### config.mk
export PLATFORM = sky130hd
export DESIGN_NAME = address_decoder_flat
export DESIGN_NICKNAME = d
export VERILOG_FILES = /design/src/source/main_bus_pkg.sv /design/src/source/cpu_bus_if.sv /design/src/source/address_decoder.sv /design/src/flat_wrapper.sv
export SDC_FILE = /design/constraint.sdc
export NUM_CORES = 1
export LEC_CHECK = 0
export BUFFER_PORTS_ARGS = -buffer_cell sky130_fd_sc_hd__buf_2
export CAP_MARGIN = 20
export CORE_MARGIN = 2
export CORE_UTILIZATION = 35
export CTS_CLUSTER_DIAMETER = 200
export CTS_CLUSTER_SIZE = 40
export DETAILED_ROUTE_END_ITERATION = 10
export PLACE_DENSITY_LB_ADDON = 0.08
export SYNTH_ARGS = -nofsm -noshare
export SYNTH_HDL_FRONTEND = slang
export SYNTH_SLANG_ARGS = --single-unit
### constraint.sdc
create_clock -name CLK96 -period 1.45 [get_ports CLK96]
set_clock_uncertainty 0.2 [all_clocks]
set_input_delay 0.145 -clock CLK96 [delete_from_list [all_inputs] [get_ports CLK96]]
set_output_delay 0.145 -clock CLK96 [all_outputs]
set_load 0.02 [all_outputs]
### src/source/main_bus_pkg.sv
//~~~~~~~~~~~~~~~~~~~~~~~~~~~~~~~~~~~~~~~~~~~~~~~~~~~~~~~~~~~~~~~~~~~~~~~~~~
// main bus definitions
// widths, memory map and I/O port layout of the main CPU bus
//~~~~~~~~~~~~~~~~~~~~~~~~~~~~~~~~~~~~~~~~~~~~~~~~~~~~~~~~~~~~~~~~~~~~~~~~~~
`default_nettype none

package main_bus_pkg;

    typedef logic [23:1] cpu_addr_t;    // word address, byte bit dropped
    typedef logic [15:0] cpu_data_t;
    typedef logic [13:0] ram_addr_t;    // 16K words
    typedef logic [7:0]  byte_t;
    typedef logic [9:0]  io_sel_t;      // one-hot port select

    // map fields of the byte address
    localparam logic [8:0] RAM_BASE = 9'h041;   // addr[23:15] of 0x208000
    localparam logic [3:0] GCU_PAGE = 4'h4;     // addr[23:20]
    localparam logic [3:0] IO_PAGE  = 4'h5;

    // bit positions in io_sel_t
    localparam int IO_IN     = 0;
    localparam int IO_SYS    = 1;
    localparam int IO_DSW    = 2;
    localparam int IO_VCOUNT = 3;
    localparam int IO_SL3    = 4;
    localparam int IO_SL4    = 5;
    localparam int IO_SL1W   = 6;
    localparam int IO_SL2W   = 7;
    localparam int IO_EEPR   = 8;
    localparam int IO_EEPW   = 9;

    // byte offsets in the I/O page
    localparam logic [7:0] IO_OFS_IN     = 8'h00;
    localparam logic [7:0] IO_OFS_SYS    = 8'h02;
    localparam logic [7:0] IO_OFS_DSW    = 8'h04;
    localparam logic [7:0] IO_OFS_VCOUNT = 8'h06;
    localparam logic [7:0] IO_OFS_SL3    = 8'h10;
    localparam logic [7:0] IO_OFS_SL4    = 8'h12;
    localparam logic [7:0] IO_OFS_SL1W   = 8'h14;
    localparam logic [7:0] IO_OFS_SL2W   = 8'h16;
    localparam logic [7:0] IO_OFS_EEPR   = 8'h18;
    localparam logic [7:0] IO_OFS_EEPW   = 8'h1E;

    // GCU register offsets
    localparam logic [3:0] GCU_OFS_WREG   = 4'h0;
    localparam logic [3:0] GCU_OFS_SEL    = 4'h4;
    localparam logic [3:0] GCU_OFS_DATA_H = 4'h8;
    localparam logic [3:0] GCU_OFS_DATA_L = 4'hA;
    localparam logic [3:0] GCU_OFS_PTR    = 4'hC;

endpackage

`default_nettype wire

### src/source/cpu_bus_if.sv
//~~~~~~~~~~~~~~~~~~~~~~~~~~~~~~~~~~~~~~~~~~~~~~~~~~~~~~~~~~~~~~~~~~~~~~~~~~
// CPU bus cycle
// address, data and strobes of one 68000-style access
//~~~~~~~~~~~~~~~~~~~~~~~~~~~~~~~~~~~~~~~~~~~~~~~~~~~~~~~~~~~~~~~~~~~~~~~~~~
`default_nettype none

interface cpu_bus_if;
    import main_bus_pkg::*;

    cpu_addr_t addr;
    cpu_data_t wdata;
    logic      rw;      // high for read
    logic      uds_n;
    logic      lds_n;
    logic      as_n;

    modport decoder (input addr, wdata, rw, uds_n, lds_n, as_n);
    modport ram     (input addr, wdata, rw, uds_n, lds_n);
    modport reader  (input addr);
    modport writer  (input addr, wdata, lds_n);

endinterface

`default_nettype wire

### src/source/address_decoder.sv
//~~~~~~~~~~~~~~~~~~~~~~~~~~~~~~~~~~~~~~~~~~~~~~~~~~~~~~~~~~~~~~~~~~~~~~~~~~
// main bus address decoder
// registers region and I/O port selects one cycle into the access,
// marks the first decoded cycle and times the data acknowledge
//~~~~~~~~~~~~~~~~~~~~~~~~~~~~~~~~~~~~~~~~~~~~~~~~~~~~~~~~~~~~~~~~~~~~~~~~~~
`default_nettype none

module address_decoder (
    input  logic                  CLK96,
    input  logic                  RESET96,
    cpu_bus_if.decoder            bus,
    input  logic                  gcu_ack,
    output logic                  sel_ram,
    output logic                  sel_gcu,
    output main_bus_pkg::io_sel_t sel_io,
    output logic                  access_new,
    output logic                  dtack_n
);
    import main_bus_pkg::*;

    logic [23:0] byte_addr;
    logic        as_d;      // as_n one edge back
    logic        cyc;       // address phase already seen on the last edge
    logic        acc;       // decoded access in progress
    logic        wr_lo;
    io_sel_t     io_hit;

    assign byte_addr = {bus.addr, 1'b0};
    assign cyc       = !bus.as_n && !as_d && !(bus.uds_n && bus.lds_n);
    assign wr_lo     = !bus.rw && !bus.lds_n;

    // port match inside the I/O page, mirrored above 0xFF
    always_comb begin
        io_hit[IO_IN]     = byte_addr[7:0] == IO_OFS_IN;
        io_hit[IO_SYS]    = byte_addr[7:0] == IO_OFS_SYS;
        io_hit[IO_DSW]    = byte_addr[7:0] == IO_OFS_DSW;
        io_hit[IO_VCOUNT] = byte_addr[7:0] == IO_OFS_VCOUNT;
        io_hit[IO_SL3]    = byte_addr[7:0] == IO_OFS_SL3;
        io_hit[IO_SL4]    = byte_addr[7:0] == IO_OFS_SL4;
        io_hit[IO_SL1W]   = byte_addr[7:0] == IO_OFS_SL1W && wr_lo;   // low lane only
        io_hit[IO_SL2W]   = byte_addr[7:0] == IO_OFS_SL2W && wr_lo;
        io_hit[IO_EEPR]   = byte_addr[7:0] == IO_OFS_EEPR && bus.rw;
        io_hit[IO_EEPW]   = byte_addr[7:0] == IO_OFS_EEPW && !bus.rw;
    end

    always_ff @(posedge CLK96 or posedge RESET96) begin
        if (RESET96) begin
            as_d       <= 1'b1;
            acc        <= 1'b0;
            sel_ram    <= 1'b0;
            sel_gcu    <= 1'b0;
            sel_io     <= '0;
            access_new <= 1'b0;
            dtack_n    <= 1'b1;
        end else begin
            as_d       <= bus.as_n;
            acc        <= cyc;
            access_new <= cyc && !acc;      // first decoded cycle only
            sel_ram    <= cyc && byte_addr[23:15] == RAM_BASE;
            sel_gcu    <= cyc && byte_addr[23:20] == GCU_PAGE;
            sel_io     <= (cyc && byte_addr[23:20] == IO_PAGE) ? io_hit : '0;

            if (bus.as_n) begin
                dtack_n <= 1'b1;
            end else if (acc && !sel_gcu) begin
                dtack_n <= 1'b0;            // RAM, I/O and unmapped space
            end else if (sel_gcu && gcu_ack && !access_new) begin
                dtack_n <= 1'b0;            // GCU has taken the op
            end
        end
    end

endmodule

`default_nettype wire

### src/flat_wrapper.sv
// flat-port wrapper written by rule: the top's interface ports become plain ports
module address_decoder_flat import main_bus_pkg::*;
  (CLK96, RESET96, gcu_ack, sel_ram, sel_gcu, sel_io, access_new, dtack_n, bus_addr, bus_wdata, bus_rw, bus_uds_n, bus_lds_n, bus_as_n);
  cpu_bus_if bus_i ();
  input  logic CLK96;
  input  logic RESET96;
  input  logic gcu_ack;
  output logic sel_ram;
  output logic sel_gcu;
  output main_bus_pkg::io_sel_t sel_io;
  output logic access_new;
  output logic dtack_n;
  input wire logic [$bits(bus_i.addr)-1:0] bus_addr;
  input wire logic [$bits(bus_i.wdata)-1:0] bus_wdata;
  input wire logic [$bits(bus_i.rw)-1:0] bus_rw;
  input wire logic [$bits(bus_i.uds_n)-1:0] bus_uds_n;
  input wire logic [$bits(bus_i.lds_n)-1:0] bus_lds_n;
  input wire logic [$bits(bus_i.as_n)-1:0] bus_as_n;
  assign bus_i.addr = bus_addr;
  assign bus_i.wdata = bus_wdata;
  assign bus_i.rw = bus_rw;
  assign bus_i.uds_n = bus_uds_n;
  assign bus_i.lds_n = bus_lds_n;
  assign bus_i.as_n = bus_as_n;
  address_decoder u_core (.CLK96(CLK96), .RESET96(RESET96), .bus(bus_i), .gcu_ack(gcu_ack), .sel_ram(sel_ram), .sel_gcu(sel_gcu), .sel_io(sel_io), .access_new(access_new), .dtack_n(dtack_n));
endmodule
# Word-level counts from Yosys, hierarchy flattened
# Index checks and enable logic that the tools add are counted.
dict set report totals {
  output_inout_bits 14
  in_bits 46
  register_bits 16
  wordCells 48
}
dict set report op_classes {
  n_reduce_logical 25
  n_eq_ne 12
  n_mux 4
}
# op n
set op_table {}
lappend op_table {{7-bit by 4-bit equality test with 1-bit output, second input constant} 6}
lappend op_table {{1-bit logical AND} 15}
lappend op_table {{7-bit by 2-bit equality test with 1-bit output, second input constant} 2}
lappend op_table {{10-bit two-way mux} 1}
lappend op_table {{9-bit by 7-bit equality test with 1-bit output, second input constant} 1}
lappend op_table {{4-bit by 3-bit equality test with 1-bit output, second input constant} 2}
lappend op_table {{1-bit logical NOT} 8}
lappend op_table {{8-bit logical NOT} 1}
lappend op_table {{7-bit by 1-bit equality test with 1-bit output, second input constant} 1}
lappend op_table {{1-bit two-way mux} 3}
lappend op_table {{3-bit nonzero test} 1}

# Logic depth before layout (Yosys ltp)
# Gate-level depths: netlist of the first run.
dict set report depth {
  ltp_word 5
  mapped_depth 3
  mapped_depth_nobuf 3
}

# Worst setup path after synthesis of the first run
# Ideal clock, no wire load.
dict set report synth_path {
  kind {reg2reg}
  startpoint {reg u_core.as_d}
  endpoint {reg u_core.sel_io[4]}
  synth_period_minus_slack_ns 1.251
  setup_ns 0.101
  t_required_ns 1.149
  path_stages_with_launch 4
  slack_ns 0.199
  path_buffers 0
  arrival_ns 0.950
  path_cell_list {dfstp_2 a211oi_2 nand2b_2 nor4_1}
}
dict set report synth_via {
  elab_chain_cells 5
}
# element line
set synth_lines {}
lappend synth_lines {{start, declared} address_decoder.sv:22} ;# logic as_d;
lappend synth_lines {{start signal, assigned} address_decoder.sv:56} ;# as_d <= bus.as_n;
lappend synth_lines {{1-bit logical NOT} address_decoder.sv:29} ;# assign cyc = !bus.as_n && !as_d && !(bus.uds_n && bus.lds_n);
lappend synth_lines {{1-bit logical AND (2 in series)} address_decoder.sv:29}
lappend synth_lines {{via u_core.cyc} address_decoder.sv:23} ;# logic cyc;
lappend synth_lines {{1-bit logical AND} address_decoder.sv:61} ;# sel_io <= (cyc && byte_addr[23:20] == IO_PAGE) ? io_hit : '0;
lappend synth_lines {{10-bit two-way mux} address_decoder.sv:61}
lappend synth_lines {{end signal, assigned} address_decoder.sv:61}
lappend synth_lines {{end, declared} address_decoder.sv:15} ;# output main_bus_pkg::io_sel_t sel_io,
# The timed path passes the listed nets, and every way through them passes these cells.
# A chain may end at the register's enable or synchronous reset.

# Worst setup path in the final report of the first run
dict set report layout_path {
  startpoint {in bus_addr[19]}
  endpoint {reg u_core.sel_io[8]}
}
dict set report layout_via {
  elab_chain_cells 3
}
# element line
set layout_lines {}
lappend layout_lines {{start, declared} flat_wrapper.sv:13} ;# input wire logic [$bits(bus_i.addr)-1:0] bus_addr;
lappend layout_lines {{4-bit by 3-bit equality test with 1-bit output} address_decoder.sv:61}
lappend layout_lines {{1-bit logical AND} address_decoder.sv:61}
lappend layout_lines {{10-bit two-way mux} address_decoder.sv:61}
# No other way between the ends.

==> impl_metrics.env, run 1 <==
export IMPL_status="complete, but fails checks"
export IMPL_violations="hold timing"
export IMPL_p_seq_share_pct=52.7
export IMPL_rows=15
export IMPL_wl_per_cell_microns=11.7
export IMPL_crit_family="buffers and inverters"
export IMPL_cts_buffers=3
export IMPL_holdWs_ns=-0.187
export IMPL_drc=0
export IMPL_die_area_sq_mm=0.00221
export IMPL_synth_top_cell_area_share_pct=54.2
export IMPL_worst_slew_pin_slew_ns=0.595
export IMPL_drt_initial_drc_count=7
export IMPL_diodes=0
export IMPL_timing_final_ws_setup_ns=0.0778
export IMPL_core_area_sq_mm=0.00173
export IMPL_pwr_density_cell_mw_per_mm2=817
export IMPL_switching_share_pct=22.7
export IMPL_syn_nets=100
export IMPL_post_route_period_util_pct=94.6
export IMPL_path_cells="dlygate4sd3_1 > buf_2 > and3b_2 > nand4_1 > nor3_1"
export IMPL_crit_fanout=4
export IMPL_die_x_microns=47.0
export IMPL_end_kind="flop"
export IMPL_area_delta_synth_final_pct=64.8
export IMPL_postRouteAntennaNets=0
export IMPL_finalHoldViolations=5
export IMPL_cap_violations=0
export IMPL_via_per_inst=4.70
export IMPL_fin_tns_setup_ns=0
export IMPL_irDropWorstVdd_mv=0.448
export IMPL_die_height_microns=47.0
export IMPL_yosysTopAreaCell="dfrtp_1"
export IMPL_ctsHoldBuffers=15
export IMPL_post_cts_buffers=0
export IMPL_antenna_found_initial=0
export IMPL_slew_headroom_pct=60.3
export IMPL_grt_pass1_vias=569
export IMPL_synth_most_common_cell="dfrtp_1"
export IMPL_p_leak_nw=0.513
export IMPL_dpl_hpwl_mm=1.06
export IMPL_cts_tree="done"
export IMPL_synthFlopType="dfrtp_1"
export IMPL_clock_power_share_pct=33.3
export IMPL_critPathBufInv=2
export IMPL_wirelength_mm=1.57
export IMPL_combPwrFrac_pct=14.0
export IMPL_intPower_mw=0.673
export IMPL_ys_ff_latch=16
export IMPL_dpl_cell_area_sq_um=858
export IMPL_p_sw_mw=0.198
export IMPL_drive_above_1_share_pct=45.9
export IMPL_yosys_warnings=0
export IMPL_ys_top_cells_by_area="dfrtp_1 54%, dfstp_2 8.1%, nor2_1 4.6%, a2111oi_4 4.3%, nand3_1 3.1%"
export IMPL_gp_congestion=0.731
export IMPL_post_synth_cell_area_avg_sq_um=12.0
export IMPL_synthDistinctLibCells=19
export IMPL_critPathKind="in2reg"
export IMPL_grt_max_degree=17
export IMPL_hp_class="in2reg"
export IMPL_h_tree_depth=1
export IMPL_dr_total_vias=630
export IMPL_clkTransAtPathRegs_ns=0.09
export IMPL_crit_path_start_kind="primary input"
export IMPL_cts_buffer_depth=2
export IMPL_finalCriticalPeriod_ns=1.37
export IMPL_port_buffers=36
export IMPL_insertion_delay_ns=0.28
export IMPL_synth_edf_count=0
export IMPL_yosysSeqAreaShare_pct=62.3
export IMPL_design_area_sq_mm=0.00107
export IMPL_netlist_instances=54
export IMPL_drt_first_pass_iters=4
export IMPL_n_fill_cell=164
export IMPL_fmax_mhz=729
export IMPL_io_pins=60
export IMPL_track_usage_pct=15.3
export IMPL_pre_cts_ws_ns=0.0698
export IMPL_totalPowerFinal_mw=0.871
export IMPL_grt_pass1_wl_mm=2.32
export IMPL_worstPathRequired_ns=1.45
export IMPL_crit_path_max_incr_delay_ns=0.53
export IMPL_async_flop_share_pct=100
export IMPL_grt_overflow_total=0
export IMPL_cts_root_buffer="clkbuf_4"
export IMPL_ys_top_cells_by_count="14 x dfrtp_1, 8 x nor2_1, 4 x nand3_1, 4 x nor3_1"
export IMPL_grt_setup_unrepaired="no"
export IMPL_critPathArrivalTime_ns=1.37
export IMPL_cts_sinks=16
export IMPL_nets=156
export IMPL_start_util_pct=37.5
export IMPL_final_max_slew_viol_count=0
export IMPL_setup_viol=0
export IMPL_netlist_area_sq_um=647
export IMPL_cp_slowest_cell="dlygate4sd3_1"
[cells by family after synthesis]
| family | share of synthesized area, % |
|---|---|
| simple gates | 28.4 |
| flops | 62.3 |
| compound gates | 7.54 |
| buf+inv | 1.74 |
[area by class of cell]
class	count	area, sq um	area share (%)
clock buffers	4	36.3	3.40
inverters	3	11.3	1.06
multi-input cells	35	254	23.8
flip-flops and latches	16	403	37.8
well taps	25	31.3	2.93
repair buffers	51	330	31.0
[flip-flops by register name, summed over array words and instances (netlist names)]
name and flops:
u_core.sel_io 10, u_core.acc 1, u_core.access_new 1, u_core.as_d 1, u_core.dtack_n 1, u_core.sel_gcu 1, u_core.sel_ram 1
[layout by cell type, fill, tap and decap left out, drive strengths merged, types with 2 or more instances in the layout]
| master | instances |
|---|---|
| nor4 | 3 |
| nor2 | 8 |
| inv | 3 |
| clkbuf | 4 |
| dfrtp | 14 |
| nand3 | 4 |
| dfstp | 2 |
| buf | 36 |
| nand2 | 3 |
| dlygate4sd3 | 15 |
| nand2b | 3 |
| nor4b | 3 |
| nor3 | 4 |
[metrics by stage]
step                instances  util [%]
floorplan                  54         -
global placement          115      49.7
detailed placement        115      49.7
CTS                       134      60.5
global route              134      61.7
finish                    134      61.7
[power groups by stage]
stage	Combinational (mW)	Sequential, mW	Clock, mW
floorplan	0.0294	0.472	0
global placement	0.0843	0.467	0
detailed placement	0.0856	0.467	0
CTS	0.115	0.459	0.298
global route	0.135	0.460	0.319
finish	0.122	0.459	0.290
[path summary, 6_finish.rpt]
path / depth (start not counted) / from / to / slack, ns
max in group asynchronous: 3 / RESET96 / u_core.sel_io[0]$_DFF_PP0_ / 0.40
setup reg to reg: 3 / u_core.as_d$_DFF_PP1_ / u_core.sel_io[5]$_DFF_PP0_ / 0.10
min in group asynchronous: 3 / RESET96 / u_core.access_new$_DFF_PP0_ / 0.27
hold / removal: 1 / bus_as_n / u_core.as_d$_DFF_PP1_ / -0.19
setup / recovery: 5 / bus_addr[19] / u_core.sel_io[8]$_DFF_PP0_ / 0.08
hold reg to reg: 2 / u_core.dtack_n$_DFFE_PP1P_ / u_core.dtack_n$_DFFE_PP1P_ / 0.29
[metal layers]
metal	vias up	part of all wire [%]	global-route usage, %
met5	-	0	0
met4	0	1.2	5.00
met3	2	6.6	3.46
met2	28	50	25.5
met1	296	42	19.9
li1	304	-	-
[what timing repair did]
| item | 4_1_cts | 5_1_grt |
|---|---|---|
| endpoints found under the setup margin | 0 | 3 |
| endpoints found under the hold margin | 28 | 6 |
| gates resized for setup | 0 | 4 |
Note: power is estimated with default switching activity, not from simulation.
==> run 2: changes to the inputs <==
BUFFER_PORTS_ARGS = -buffer_cell sky130_fd_sc_hd__clkbuf_2   (was -buffer_cell sky130_fd_sc_hd__buf_2)
==> impl_metrics.env, run 2 (synthesized netlist as in run 1, its figures left out) <==
export IMPL_h_tree_depth=1
export IMPL_post_route_period_util_pct=96.5
export IMPL_timing_final_ws_setup_ns=0.0511
export IMPL_totalPowerFinal_mw=0.873
export IMPL_finalCriticalPeriod_ns=1.40
export IMPL_critPathArrivalTime_ns=1.39
export IMPL_critPathKind="in2reg"
export IMPL_worst_slew_pin_slew_ns=0.581
export IMPL_status="complete, but fails checks"
export IMPL_cts_tree="done"
export IMPL_hold_depth=1
export IMPL_antenna_found_initial=0
export IMPL_crit_fanout=2
export IMPL_final_common_cell="clkbuf_2"
export IMPL_hp_class="in2reg"
export IMPL_finalHoldViolations=5
export IMPL_final_max_slew_viol_count=0
export IMPL_ctsHoldBuffers=15
export IMPL_area_delta_synth_final_pct=66.2
export IMPL_grt_pass1_vias=555
export IMPL_drive_above_1_share_pct=46.3
export IMPL_grt_pass1_wl_mm=2.26
export IMPL_reg2reg_depth=3
export IMPL_design_area_sq_mm=0.00107
export IMPL_p_leak_nw=0.502
export IMPL_wirelength_mm=1.46
export IMPL_routed_top_layer="met4"
export IMPL_dr_total_vias=620
export IMPL_post_cts_buffers=0
export IMPL_core_area_sq_mm=0.00173
export IMPL_pre_cts_ws_ns=0.0931
export IMPL_via_per_inst=4.66
export IMPL_r2r_setup_slack_ns=0.10
export IMPL_cts_buffer_depth=2
export IMPL_insertion_delay_ns=0.29
export IMPL_dpl_cell_area_sq_um=858
export IMPL_drt_first_pass_iters=2
export IMPL_holdWs_ns=-0.190
export IMPL_whs_endpoint="u_core.as_d$_DFF_PP1_"
export IMPL_clkTransAtPathRegs_ns=0.09
export IMPL_wirelength_met1_microns=607
export IMPL_slew_headroom_pct=61.2
export IMPL_postRouteAntennaNets=0
export IMPL_largest_reg_flops=10
export IMPL_cap_violations=0
export IMPL_cts_buffers=3
export IMPL_nets=155
export IMPL_die_area_sq_mm=0.00221
export IMPL_track_usage_pct=15.0
export IMPL_top_register="u_core.sel_io"
export IMPL_diodes=0
export IMPL_crit_path_start_kind="primary input"
export IMPL_violations="hold timing"
export IMPL_grt_max_degree=17
export IMPL_r2r_end="u_core.sel_io[4]$_DFF_PP0_"
export IMPL_die_x_microns=47.0
export IMPL_dpl_hpwl_mm=1.03
export IMPL_die_height_microns=47.0
export IMPL_setup_viol=0
export IMPL_worstPathRequired_ns=1.44
export IMPL_fmax_mhz=715
export IMPL_io_pins=60
export IMPL_wl_met2_microns=705
export IMPL_most_common_layout_cells="35 x clkbuf_2, 15 x dlygate4sd3_1, 14 x dfrtp_1"
export IMPL_port_buffers=36
export IMPL_grt_overflow_total=0
export IMPL_rows=15
export IMPL_drc=0
export IMPL_pwr_density_cell_mw_per_mm2=812
export IMPL_wl_met3_microns=91
export IMPL_irDropWorstVdd_mv=0.548
export IMPL_end_kind="flop"
export IMPL_min_from="bus_as_n"
export IMPL_drt_initial_drc_count=5
export IMPL_start_util_pct=37.5
export IMPL_wl_per_cell_microns=11.0
export IMPL_gp_congestion=0.733
export IMPL_cts_root_buffer="clkbuf_4"
export IMPL_cts_sinks=16
export IMPL_reg2reg_from="u_core.as_d$_DFF_PP1_"
export IMPL_n_fill_cell=167
[run 2: changes by cell type in the layout (fill, tap and decap cells not counted)]
| cell | delta |
|---|---|
| buf_2 | -36 |
| nor4_2 | -1 |
| nor3_2 | +1 |
| clkbuf_2 | +35 |
| nor3_1 | -1 |
| nor4_4 | +1 |
[run 2: power breakdown]
| part | total (mW) | internal (mW) | leakage, nW | switching, mW |
|---|---|---|---|---|
| combinational | 0.123 | 0.0652 | 0.266 | 0.0580 |
| sequential | 0.459 | 0.455 | 0.215 | 0.00446 |
| clock | 0.290 | 0.153 | 0.0210 | 0.137 |
[run 2: layout make-up]
cell class                      count  area [sq um]  area share (%)
Clock buffer                        4          36.3            3.38
Inverter                            3          11.3            1.05
Multi-Input combinational cell     35           268            24.9
Sequential cell                    16           403            37.5
Tap cell                           25          31.3            2.91
Timing Repair Buffer               50           325            30.3
[run 2: worst max-delay path by stage]
stage,depth (start not counted),slack (ns),end,start
after floorplan,3,0.20,u_core.sel_io[4]$_DFF_PP0_,u_core.as_d$_DFF_PP1_
after global placement,3,0.1,u_core.sel_io[5]$_DFF_PP0_,u_core.as_d$_DFF_PP1_
after detailed placement,3,0.09,u_core.sel_io[5]$_DFF_PP0_,u_core.as_d$_DFF_PP1_
after CTS,5,0.008,u_core.sel_io[4]$_DFF_PP0_,bus_addr[6]
after global routing,5,-0.01,u_core.sel_io[5]$_DFF_PP0_,bus_addr[6]
final,5,0.05,u_core.sel_io[5]$_DFF_PP0_,bus_addr[6]
[run 2: per-layer routing]
| layer | vias to the layer above | GRT usage, % |
|---|---|---|
| met2 | 31 | 24.1 |
| met3 | 7 | 3.46 |
| met5 | - | 0 |
| li1 | 301 | - |
| met4 | 0 | 8.33 |
| met1 | 281 | 18.7 |
[run 2: stage by stage]
stage | hold WS [ns] | setup TNS [ns] | std cells | util, %
finish | -0.190 | 0 | 133 | 62.2
global route | -0.195 | -0.0133 | 133 | 62.2
CTS | -0.213 | 0 | 134 | 60.5
detailed placement | 0.0184 | 0 | 115 | 49.7
global placement | 0.0210 | 0 | 115 | 49.7
floorplan | -0.143 | 0 | 54 | -
[run 2: worst max-delay path: stages]
cell	delay (ns)
dlygate4sd3_1	0.54
clkbuf_2	0.13
nor4_4	0.23
nand2_1	0.12
nor4_2	0.23
[run 2: timing repair]
item	4_1_cts	5_1_grt
endpoints found under the hold margin	28	3
resized for setup	0	6
endpoints found under the setup margin	0	9
==> run 3: changes to the inputs <==
ABC_AREA = 1   (was unset)
CORE_UTILIZATION = 37   (was 35)
==> impl_metrics.env, run 3 <==
export IMPL_status="complete, no violations"
export IMPL_grt_max_degree=17
export IMPL_stdcell_count=177
export IMPL_cts_tree="done"
export IMPL_critPathBufInv=1
export IMPL_cts_root_buffer="clkbuf_4"
export IMPL_drive_above_1_share_pct=35.3
export IMPL_rows=16
export IMPL_p_sw_mw=0.205
export IMPL_drc=0
export IMPL_final_common_cell="clkbuf_2"
export IMPL_post_synth_cell_area_avg_sq_um=8.07
export IMPL_n_fill_cell=183
export IMPL_post_cts_buffers=0
export IMPL_netlist_instances=91
export IMPL_drt_first_pass_iters=3
export IMPL_hp_class="in2reg"
export IMPL_end_kind="primary output"
export IMPL_worst_slew_pin_slew_ns=0.575
export IMPL_cts_buffer_depth=2
export IMPL_drt_initial_drc_count=3
export IMPL_switching_share_pct=24.4
export IMPL_p_leak_nw=0.624
export IMPL_intPower_mw=0.632
export IMPL_grt_pass1_wl_mm=2.82
export IMPL_syn_nets=137
export IMPL_ys_top_cells_by_area="dfrtp_1 48%, nand2_1 11%, nor2_1 11%, dfstp_2 7.2%, inv_1 6.1%"
export IMPL_synth_adder_area_share_pct=0
export IMPL_fmax_mhz=762
export IMPL_critPathKind="reg2out"
export IMPL_post_route_period_util_pct=90.6
export IMPL_gp_congestion=0.731
export IMPL_ys_ff_latch=16
export IMPL_wl_per_cell_microns=8.90
export IMPL_design_area_sq_mm=0.00116
export IMPL_synthXorXnorAreaFrac_pct=0
export IMPL_dpl_cell_area_sq_um=948
export IMPL_cap_violations=0
export IMPL_synthSimpleGateAreaFrac_pct=36.6
export IMPL_grt_pass1_vias=713
export IMPL_wirelength_mm=1.58
export IMPL_finalCriticalPeriod_ns=1.31
export IMPL_h_tree_depth=1
export IMPL_crit_path_start_kind="flop"
export IMPL_dr_total_vias=726
export IMPL_path_cells="clkbuf_2"
export IMPL_synthDistinctLibCells=16
export IMPL_io_pins=60
export IMPL_clkTransAtPathRegs_ns=0.10
export IMPL_top_register="u_core.sel_io"
export IMPL_yosys_warnings=0
export IMPL_synth_edf_count=0
export IMPL_irDropWorstVdd_mv=0.430
export IMPL_yosys_mux_area_fraction_pct=0
export IMPL_grt_setup_unrepaired="no"
export IMPL_core_area_sq_mm=0.00192
export IMPL_fin_tns_setup_ns=0
export IMPL_worstPathRequired_ns=1.11
export IMPL_combPwrFrac_pct=16.3
export IMPL_synthFlopType="dfrtp_1"
export IMPL_ys_top_cells_by_count="22 x nand2_1, 22 x nor2_1, 14 x dfrtp_1"
export IMPL_slew_headroom_pct=61.6
export IMPL_crit_family="flip-flops"
export IMPL_die_height_microns=48.6
export IMPL_clock_power_share_pct=29.0
export IMPL_finalHoldViolations=0
export IMPL_die_area_sq_mm=0.00236
export IMPL_cts_sinks=16
export IMPL_most_common_layout_cells="36 x clkbuf_2, 22 x nand2_1, 22 x nor2_1"
export IMPL_cts_buffers=3
export IMPL_synth_top_cell_area_share_pct=47.7
export IMPL_port_buffers=36
export IMPL_final_max_slew_viol_count=0
export IMPL_async_flop_share_pct=100
export IMPL_postRouteAntennaNets=0
export IMPL_area_delta_synth_final_pct=58.6
export IMPL_insertion_delay_ns=0.27
export IMPL_r2r_setup_slack_ns=0.25
export IMPL_nets=197
export IMPL_track_usage_pct=15.5
export IMPL_ctsResizeCount=0
export IMPL_cp_slowest_cell="dfstp_2"
export IMPL_ctsHoldBuffers=19
export IMPL_netlist_area_sq_um=734
export IMPL_grt_overflow_total=0
export IMPL_start_util_pct=38.2
export IMPL_p_seq_share_pct=54.7
export IMPL_yosysTopAreaCell="dfrtp_1"
export IMPL_largest_reg_flops=10
export IMPL_synth_compound_area_share_pct=1.36
export IMPL_setup_viol=0
export IMPL_crit_path_max_incr_delay_ns=0.54
export IMPL_yosysSeqAreaShare_pct=54.9
export IMPL_via_per_inst=4.10
export IMPL_antenna_found_initial=0
export IMPL_pwr_density_cell_mw_per_mm2=718
export IMPL_dpl_hpwl_mm=1.09
export IMPL_critPathArrivalTime_ns=0.97
export IMPL_diodes=0
export IMPL_holdWs_ns=0.0573
export IMPL_crit_fanout=2
export IMPL_synth_top_family_by_area="simple AND/OR/NAND/NOR gates"
export IMPL_die_x_microns=48.6
export IMPL_dp_cells=154
[run 3: changes by cell type in the layout (fill, tap and decap cells not counted), moves of 3 or more]
cell           previous run  this run
nor2_2                    0         6
nand2_1                   3        22
inv_1                     3        12
nand3_1                   4         1
nor2_1                    8        22
dlygate4sd3_1            15        19
[run 3: power groups by stage]
stage | sequential [mW] | combinational [mW] | clock, mW
5_1_grt | 0.459 | 0.153 | 0.274
3_3_place_gp | 0.466 | 0.0947 | 0
2_1_floorplan | 0.470 | 0.0464 | 0
6_report | 0.457 | 0.136 | 0.243
3_5_place_dp | 0.466 | 0.0966 | 0
4_1_cts | 0.458 | 0.136 | 0.259
[run 3: cell type report]
cell class                      instances  area, sq um  area share (%)
Clock buffer                            4         26.3            2.26
Tap cell                               27         33.8            2.90
Sequential cell                        16          403            34.6
Timing Repair Buffer                   55          370            31.8
Inverter                               14         52.6            4.51
Multi-Input combinational cell         61          279            24.0
[run 3: cell families (layout without fill, tap and decap cells)]
group	count (synthesis)	in the layout
compound gates	2	2
buf+inv	14	73
flops	16	16
simple gates	59	59
[run 3: path summary, 6_finish.rpt]
kind	end	start	depth (start not counted)
min in group asynchronous	u_core.sel_io[4]$_DFF_PP0_	RESET96	3
min reg2reg	u_core.access_new$_DFF_PP0_	u_core.acc$_DFF_PP0_	1
min	u_core.sel_io[6]$_DFF_PP0_	bus_addr[5]	6
max	dtack_n	u_core.dtack_n$_DFFE_PP1P_	1
max reg2reg	u_core.sel_io[5]$_DFF_PP0_	u_core.as_d$_DFF_PP1_	5
max in group asynchronous	u_core.sel_ram$_DFF_PP0_	RESET96	3
[run 3: through the flow]
step / util [%] / total power, mW / worst slack (ns)
finish: 60.6 / 0.837 / 0.137
floorplan: - / 0.517 / 0.316
detailed placement: 49.3 / 0.563 / 0.247
CTS: 60.6 / 0.853 / 0.117
global route: 60.6 / 0.886 / 0.0861
global placement: 49.3 / 0.561 / 0.240
[run 3: routing by layer]
layer / vias up / track usage (%) / share of wire, %
met5: - / 0 / 0
met4: 0 / 8.57 / 2.4
met3: 4 / 2.47 / 5.1
met2: 25 / 27.5 / 49
met1: 308 / 17.9 / 43
li1: 389 / - / -
